`src/source/predecodePkg.sv`:
```
//############################################################
// predecoder shared widths, counts, class bits and types
//############################################################
`default_nettype none

package predecodePkg;

  // bundle geometry
  localparam int parcelWidth = 16;
  localparam int parcelCount = 16;
  localparam int bundleWidth = parcelWidth * parcelCount;
  localparam int instrWidth = 80; // five parcels per slot
  localparam int headWidth = 32; // two parcels seen by the classifier
  localparam int magicWidth = 4;
  localparam int endBit = 15; // end marker inside a parcel

  // slot counts
  localparam int slotCount = 8;
  localparam int jumpSlotCount = 4;
  localparam int countWidth = 5; // holds 0..parcelCount

  // class vector bits
  localparam int classJump = 0;
  localparam int classIndir = 1;
  localparam int classAlu = 2;
  localparam int classShift = 3;
  localparam int classMul = 4;
  localparam int classLoad = 5;
  localparam int classStore = 6;
  localparam int classFpu = 7;
  localparam int classSys = 8;
  localparam int classWidth = 9;

  typedef logic [bundleWidth-1:0] bundleT;
  typedef logic [instrWidth-1:0] instrT;
  typedef logic [headWidth-1:0] headT;
  typedef logic [magicWidth-1:0] magicT; // bit 0 set means long form
  typedef logic [3:0] offsetT;
  typedef logic [classWidth-1:0] classT;
  typedef logic [parcelCount-1:0] parcelMaskT;

endpackage

`default_nettype wire

```
`src/source/instrClassify.sv`:
```
//############################################################
// instruction classifier for one parcel position
//############################################################
`timescale 1ns/100ps
`default_nettype none

module instrClassify import predecodePkg::*; (
  input wire headT head,
  input wire magicT magic,
  output classT cls
);

  logic [7:0] op; // long-form opcode
  logic [5:0] sub; // short-form sub-opcode
  logic [1:0] jSub; // sub-field of opcode 182
  logic longForm;
  logic isJumpReg;
  logic isIndir;
  logic isCall;
  logic isRet;

  assign op = head[7:0];
  assign sub = head[5:0];
  assign jSub = head[14:13];
  assign longForm = magic[0];

  // opcode 182 is the register jump family
  assign isJumpReg = op == 8'd182;
  assign isIndir = isJumpReg && jSub == 2'd0;
  assign isCall = isJumpReg && (jSub == 2'd1 || jSub == 2'd2);
  assign isRet = isJumpReg && jSub == 2'd3;

  always_comb begin
    cls = '0;
    if (longForm) begin
      cls[classAlu] = (op < 8'd40 && !op[2])
        || (op >= 8'd46 && op <= 8'd53) // compare and test
        || (op >= 8'd194 && op <= 8'd198)
        || op == 8'd210
        || op == 8'd211;
      cls[classMul] = (op < 8'd40 && op[2]) || op == 8'd212;
      cls[classShift] = op >= 8'd40 && op <= 8'd45;
      cls[classLoad] = op[7:6] == 2'b01 && !op[0]; // 64..127
      cls[classStore] = (op[7:6] == 2'b01 && op[0]) || isCall;
      cls[classJump] = op[7:4] == 4'ha // 160..175
        || (op >= 8'd178 && op <= 8'd181)
        || isJumpReg;
      cls[classIndir] = isIndir || isRet;
      cls[classFpu] = op == 8'hf0;
      cls[classSys] = op == 8'hff;
    end else begin
      // short form
      cls[classAlu] = sub < 6'd20 || (sub >= 6'd32 && sub <= 6'd41);
      cls[classJump] = sub[5:2] == 4'b1100; // 48..51
      cls[classFpu] = sub >= 6'd52;
    end
  end

endmodule

`default_nettype wire

```
`config.mk`:
```
export PLATFORM = sky130hd
export DESIGN_NAME = instrClassify
export DESIGN_NICKNAME = d
export VERILOG_FILES = /design/src/source/predecodePkg.sv /design/src/source/instrClassify.sv
export SDC_FILE = /design/constraint.sdc
export NUM_CORES = 1
export LEC_CHECK = 0
export CAP_MARGIN = 20
export CORE_AREA = 4 4 41 43
export DETAILED_ROUTE_END_ITERATION = 16
export DIE_AREA = 0 0 45 47
export DONT_BUFFER_PORTS = 1
export GPL_TIMING_DRIVEN = 0
export MAX_ROUTING_LAYER = met4
export PLACE_DENSITY_LB_ADDON = 0.2
export SLEW_MARGIN = 20
export SYNTH_ARGS = -nofsm -noshare
export SYNTH_HDL_FRONTEND = slang
export SYNTH_SLANG_ARGS = --single-unit
```
`constraint.sdc`:
```
create_clock -name vclk -period 1
set_input_delay 0.05 -clock vclk [all_inputs]
set_output_delay 0.05 -clock vclk [all_outputs]
set_load 0.01 [all_outputs]
```
==> flow_summary.toml <==
[run_status]
outcome = "finished with violations"
violations = "setup timing"

[power]
peakVddDrop_mv = 0.148
power.leakage_nw = 0.186
total_power_mw = 0.150
power_density_nw_per_um2 = 322

[drt]
totalWireLength_um = 985
drtPass1Iterations = 2
drtIter0Drc = 5
num_vias = 385
viasPerCell = 5.58
drcViolationCount = 0
post_drt_wl_per_cell_um = 14.3
postRouteAntennaNets = 0

[sta]
fin_tns_setup_ns = -0.0506
max-slew-margin-rel = 0.750
setup_violations = 2
slew_violations = 0
worstMarginPinSlew_ns = 0.372
fin_crit_sh = 1.04
fin_ws_ns = -0.0444
period_needed_ns = 1.04
fmax_ghz = 0.957
hold_viol_final = 0
rsz0062_at_grt = "true"

[floorplan]
die_w_um = 45
rows = 13
fp.dieH_um = 47
coreArea_um2 = 1300
start_util = 0.243
io_pins = 45
die_area_um2 = 2120

[critical_path]
critPathArrivalTime_ns = 0.99
required_ns = 0.95
end_kind = "primary output"
crit_path_start_kind = "input port"
path_class = "input port to primary output"
crit_fanout = 7

[global_route]
grt_pass1_wl_mm = 1.41
gr-total-overflow = 0
grt_pass1_vias = 323
antenna_found_initial = 0
grt_util_all_layers = 0.0878
grt_max_degree = 11

[place]
place_inst = 64
place.gp.congestion = 0.769
port_buffers = 0
detailed_place_hpwl_um = 742

[logic_synthesis]
synth_seq_area_share = 0
synth_most_common_cell = "nand2_1"
syn-mean-instance-area_um2 = 6.46
yosys.area.top_type = "ha_1"
yosysUniqueCellTypes = 26
synth.top_cell.area_share = 0.0791
synth_cells = 49
synthTopCellsByCount = "nand2_1, a21oi_1, nor3_1"
synth.area.top_cells = "ha_1, o21a_1, a21oi_1, a32o_1, nor3_1"
synth_area_um2 = 317
syn-num-nets = 87
yosysWarnings = 0

[cells_and_area]
clkbuf_count = 0
fin_nets = 94
drive_gt1_frac = 0.370
seq_cells = 0
fin_cells = 69
n_antenna_cell = 0
ff_latch_area_um2 = 0
area_growth_pct = 47.0

[min_path]
hold_path_class = "input port to primary output"
whs_path_depth = 2

[flow_run]
cap_violations = 0

[clock_network]
postCtsHoldBufs = 0
power by group:
part	switching [mW]	leakage, nW	internal, mW
combinational	0.0736	0.186	0.0764
clock	0	0	0
sequential	0	0	0
total	0.0736	0.186	0.0764
per-layer routing:
metal / part of all wire / GRT usage / routed length, um
met5: 0 / - / 0
met4: 0 / 0.00585 / 0
met3: 0.094 / 0.0153 / 93
met2: 0.49 / 0.150 / 481
met1: 0.42 / 0.113 / 410
path summary, 6_finish.rpt:
path	start	endpoint	slack [ns]
min	head[0]	cls[8]	0.22
max	head[1]	cls[4]	-0.04
cells in the final DEF (no fill, tap or decap), types with 3 or more instances in the layout:
cell,instances
a21oi_1,3
buf_4,4
inv_1,3
nand2_1,4
nand2b_1,3
nor3_1,4
o21a_1,3
cell type report:
cell class                      instances  area [um^2]
Inverter                                3         11.3
Multi-Input combinational cell         42          338
Buffer                                  4         56.3
Fill cell                             154          836
Timing Repair Buffer                    5         41.3
Tap cell                               15         18.8
worst max-delay path: stages:
cell and delay, ns:
buf_12 0.11, or4_4 0.51, a21oi_2 0.14, o21a_1 0.18
logic make-up (layout without fill, tap and decap cells):
group	count (synthesis)	count (layout)	share of synthesized area
AOI/OAI and AO/OA	15	15	0.320
xor gates and xnor gates	1	1	0.0277
adders and majority gates	2	2	0.0790
buffers and inverters	7	12	0.111
muxes	1	1	0.0316
and+or+nand+nor	23	23	0.431
through the flow:
stage	setup WS, ns	hold WS [ns]	instance area, um^2	util
detailed placement	-0.135	0.213	359	0.276
global placement	-0.167	0.209	359	0.276
CTS	-0.0798	0.215	400	0.308
finish	-0.0444	0.215	465	0.358
floorplan	-0.0191	0.202	340	-
global route	-0.0762	0.226	465	0.358
what timing repair did:
item,4_1_cts,5_1_grt
endpoints found under the setup margin,6,5
gates resized for setup,9,6
setup buffers,0,5
pin swaps,0,4
No activity file was read; power rests on OpenSTA's default activity.
