File: src/source/predecodePkg.sv
//############################################################
// predecoder shared widths, counts, class bits and types
//############################################################
`default_nettype none

package predecodePkg;

  // bundle geometry
  localparam int parcelWidth = 16;
  localparam int parcelCount = 16;
  localparam int bundleWidth = parcelWidth * parcelCount;
  localparam int instrWidth = 80; // five parcels per slot
  localparam int headWidth = 32; // two parcels seen by the classifier
  localparam int magicWidth = 4;
  localparam int endBit = 15; // end marker inside a parcel

  // slot counts
  localparam int slotCount = 8;
  localparam int jumpSlotCount = 4;
  localparam int countWidth = 5; // holds 0..parcelCount

  // class vector bits
  localparam int classJump = 0;
  localparam int classIndir = 1;
  localparam int classAlu = 2;
  localparam int classShift = 3;
  localparam int classMul = 4;
  localparam int classLoad = 5;
  localparam int classStore = 6;
  localparam int classFpu = 7;
  localparam int classSys = 8;
  localparam int classWidth = 9;

  typedef logic [bundleWidth-1:0] bundleT;
  typedef logic [instrWidth-1:0] instrT;
  typedef logic [headWidth-1:0] headT;
  typedef logic [magicWidth-1:0] magicT; // bit 0 set means long form
  typedef logic [3:0] offsetT;
  typedef logic [classWidth-1:0] classT;
  typedef logic [parcelCount-1:0] parcelMaskT;

endpackage

`default_nettype wire

File: src/source/boundaryScan.sv
//############################################################
// instruction boundary scan: starts, magic bits and error
//############################################################
`timescale 1ns/100ps
`default_nettype none

module boundaryScan import predecodePkg::*; (
  input wire bundleT bundle,
  input wire offsetT startOff,
  output parcelMaskT starts,
  output magicT [parcelCount-1:0] magic,
  output logic error
);

  parcelMaskT endBits;
  parcelMaskT prevEnd; // end bit of parcel k-1
  parcelMaskT firstBit;
  parcelMaskT offMask;
  logic [parcelCount+magicWidth-2:0] endExt; // zero end bits past the bundle
  logic [countWidth-1:0] startCnt;

  always_comb begin
    for (int k = 0; k < parcelCount; k++) begin
      endBits[k] = bundle[k*parcelWidth+endBit];
    end
  end

  assign prevEnd = {endBits[parcelCount-2:0], 1'b0};
  assign firstBit = parcelMaskT'(1) << startOff;
  assign offMask = ~(firstBit - parcelMaskT'(1)); // at or above startOff

  // first start is taken regardless of the previous end bit
  assign starts = firstBit | (offMask & prevEnd);

  assign endExt = {{(magicWidth-1){1'b0}}, endBits};

  always_comb begin
    for (int k = 0; k < parcelCount; k++) begin
      magic[k] = ~endExt[k +: magicWidth];
    end
  end

  always_comb begin
    startCnt = '0;
    for (int k = 0; k < parcelCount; k++) begin
      if (starts[k]) startCnt = startCnt + countWidth'(1);
    end
  end

  // too many starts, or an instruction starting in the last parcel
  assign error = int'(startCnt) > slotCount || startOff == offsetT'(parcelCount - 1);

endmodule

`default_nettype wire

File: config.mk
export PLATFORM = sky130hd
export DESIGN_NAME = boundaryScan
export DESIGN_NICKNAME = d
export VERILOG_FILES = /design/src/source/predecodePkg.sv /design/src/source/boundaryScan.sv
export SDC_FILE = /design/constraint.sdc
export NUM_CORES = 1
export LEC_CHECK = 0
export ABC_CLOCK_PERIOD_IN_PS = 10870
export BUFFER_PORTS_ARGS = -buffer_cell sky130_fd_sc_hd__buf_4
export CAP_MARGIN = 20
export CORE_AREA = 8 8 125 127
export DETAILED_ROUTE_END_ITERATION = 10
export DIE_AREA = 0 0 133 135
export GPL_ROUTABILITY_DRIVEN = 0
export GPL_TIMING_DRIVEN = 1
export SLEW_MARGIN = 5
export SYNTH_ARGS = -nofsm -noshare
export SYNTH_HDL_FRONTEND = slang
export SYNTH_SLANG_ARGS = --single-unit
export TNS_END_PERCENT = 30
File: constraint.sdc
create_clock -name vclk -period 10.87
set_input_delay 1.087 -clock vclk [all_inputs]
set_output_delay 1.087 -clock vclk [all_outputs]
set_load 0.005 [all_outputs]
==> results <==
- The flow ran to the end, and the final reports show no timing, DRC or antenna violations.
- In this run the remaining antenna-violating nets after routing total 0.
- In this design, the stage delay of the slowest critical-path cell is 550 ps.
- The initial DRC count is between 80 and 90.
- During placement, the flow inserted port buffers numbering 95.
- The effective utilization at floorplan is approximately a fifth.
- The average wire length per cell after detail routing is between 10 and 15 um.
- The largest total area in the synthesized netlist belongs to buf_4.
- The y dimension of the die is between 100 and 150 um.
- For this run the aggregate overflow at the end of global routing stands at 0.
- The instance count after placement with tap cells included is 633.
- The floorplan step defined a core boundary enclosing about 14000 um^2.
- The number of global-route vias before repair came to about 2800.
- The largest net degree at the start of global routing is 27.
- The count of buffer and inverter cells on the critical path is 4.
- Of the cells placed in the final design, the portion with a size suffix greater than 1 is 42.0%.
- Synthesis produced about 370 cells.
- After detailed routing, the number of vias per cell comes to approximately 4.5.
- For this design the top-level I/O count stands at between 300 and 400.
- The hold violation total from the final report is 0.
- After detailed routing, the total wire length is 9.21 mm.
- The synthesized netlist occupies a cell area of 2650 um^2.
- The area of all sequential standard cells is 0 um^2.
- The total setup violations reported at the end of the flow is 0.
- The area growth from synthesis to layout is 44.6%.
- The floorplan step defined a die boundary enclosing about 18000 um^2.
- In the final design database the tool counted ~740 nets.
- The classification of the worst-slack hold path is in -> out.
- The portion of the post-synthesis area used by sequential elements is 0%.
- The type of destination of the critical path is a primary output.
- The arrival time of data at the critical path endpoint is between 9000 and 10000 ps.
- The finished cells cover between 3000 and 4000 um^2.
- Ranked by instance count, the synthesized netlist is headed by buf_4 (48), inv_1 (35), xnor2_1 (32).
- The width of the die is around 130 um.
- The highest achievable clock rate is approximately 94 MHz.
- Row generation in the floorplan step produced 43 rows.
- The max-slew violation count is 0.
- The layout sequential cell count is 0.
- Ranked by total cell area, the synthesized netlist is headed by buf_4 (14%), xnor2_1 (11%), ha_1 (7.1%), xor2_1 (5.3%), inv_1 (5.0%).
- The synthesis warning total is 0.
- Final hold analysis gives a worst-case slack of ~2400 ps.
- The number of antenna diodes in the final layout is 0.
- Setup repair after global routing could not meet its margin everywhere.
- The synthesized area per cell is roughly 7.1 um^2.
- After filler insertion, the fill cell instance count of the layout stands at about 1500.
- The slowest stage of the critical path belongs to the cell or4_4.
- The number of maximum-capacitance violations is 0.
- The highest fanout seen on the critical path is 3.
- The worst pin sits at a relative slew slack of 49.0%.
- The total power of the final layout is ~660 uW.
- Summed over all cells, the static leakage comes to between 0.0015 and 0.002 uW.
- The pin slew with the least headroom to its limit is about 760 ps.
- For this run, design rule violations remaining after detail routing come to 0.
- The family with the most delay on the worst path is adder cells.
- The post-placement cell area is about 3500 um^2.
- The total track usage is under 10%.
- The area share of the largest cell type after synthesis is 13.6%.
- The detailed placement HPWL is ~7.5 mm.
- The number of antenna violations at the first check in global routing is 2.
- The smallest clock period supported by the final layout is computed as approximately 11000 ps.
- After synthesis, the netlist uses 74 different library cells.
- The clock buffers instantiated in the layout total 0.
- The number of hold buffers added after CTS was 0.
- Power spread over the standard cell area amounts to between 150 and 200 nW/um^2.
- The most frequent cell after synthesis is buf_4.
- The critical path data required time is about 10000 ps.
- The first global-routing pass estimated between 10 and 15 mm of wire.
- The worst setup path is of the in -> out kind.
- The first detailed-routing pass ran for 4 iterations.
- The post-route non-filler standard cell count is roughly 640.
- Of the available clock period, the critical path in the final layout requires between 90% and 100%.
- The detailed router placed between 2000 and 3000 vias in this run.
- The worst setup path is launched from an input port.
- The worst ir drop on vdd is 0.000102 V.
==> power by group <==
part | switching, uW | total [uW] | internal, uW
Combinational | 301 | 659 | 357
Sequential | 0 | 0 | 0
Clock | 0 | 0 | 0
Total | 301 | 659 | 357
==> path summary, 6_finish.rpt <==
kind,startpoint,to,slack (ps),depth (start not counted)
setup / recovery,startOff[3],error,200,48
hold / removal,bundle[15],magic[0],2450,3
==> routing by layer <==
metal	part of all wire (%)	up-vias	global-route usage, %
li1	-	1455	-
met1	48	1325	12.6
met2	44	102	14.9
met3	7.1	8	2.08
met4	0.48	4	0.315
met5	0.25	-	0
==> what timing repair did <==
item / 4_1_cts / 5_1_grt
resized for setup: 8 / 27
endpoints found under the setup margin: 1 / 1
pin swaps: 6 / 32
setup buffers: 6 / 5
==> metrics by stage <==
stage	setup TNS [ps]	worst slack (ps)	utilization, %
2_1_floorplan	0	13.2	-
3_3_place_gp	-302	-302	26.0
3_5_place_dp	-294	-294	26.0
4_1_cts	0	1.77	26.7
5_1_grt	-279	-279	28.1
6_report	0	200	28.1
==> cell usage in the layout (no fill, tap or decap), drive strengths merged, types with 3 or more instances in the layout <==
cell type / netlist / layout
mux2i: 7 / 7
conb: 1 / 6
or4b: 3 / 3
nand2b: 13 / 13
ha: 15 / 15
nor4b: 4 / 4
o21ai: 9 / 9
a211o: 5 / 5
nor2: 24 / 24
nor3: 8 / 8
nor2b: 3 / 3
inv: 35 / 35
nand3: 5 / 5
nand4: 4 / 4
o221ai: 4 / 4
a21o: 3 / 3
xnor2: 33 / 33
a211oi: 4 / 4
xor2: 18 / 18
a31oi: 7 / 7
or3: 5 / 5
xnor3: 3 / 3
nor4: 3 / 3
o32ai: 3 / 3
a221oi: 3 / 3
and3: 3 / 3
nand2: 26 / 26
a21oi: 20 / 20
buf: 52 / 148
and2: 4 / 4
==> cells by family (layout without fill, tap and decap cells) <==
| kind of cell | after synthesis | count (layout) | synth area share [%] |
|---|---|---|---|
| xor+xnor | 54 | 54 | 21.7 |
| buf+inv | 97 | 184 | 20.8 |
| mux | 8 | 8 | 3.07 |
| other cells | 1 | 6 | 0.142 |
| fa+ha+maj | 16 | 16 | 7.47 |
| simple gates | 116 | 116 | 24.2 |
| compound gates | 80 | 80 | 22.6 |
==> area by class of cell <==
class / instances / area [um^2] / share of cell area, %
multi-input cells: 280 / 2340 / 61.2
well taps: 180 / 225 / 5.89
repair buffers: 148 / 1120 / 29.3
inverters: 36 / 138 / 3.60
Power figures use the tool's default switching activity.
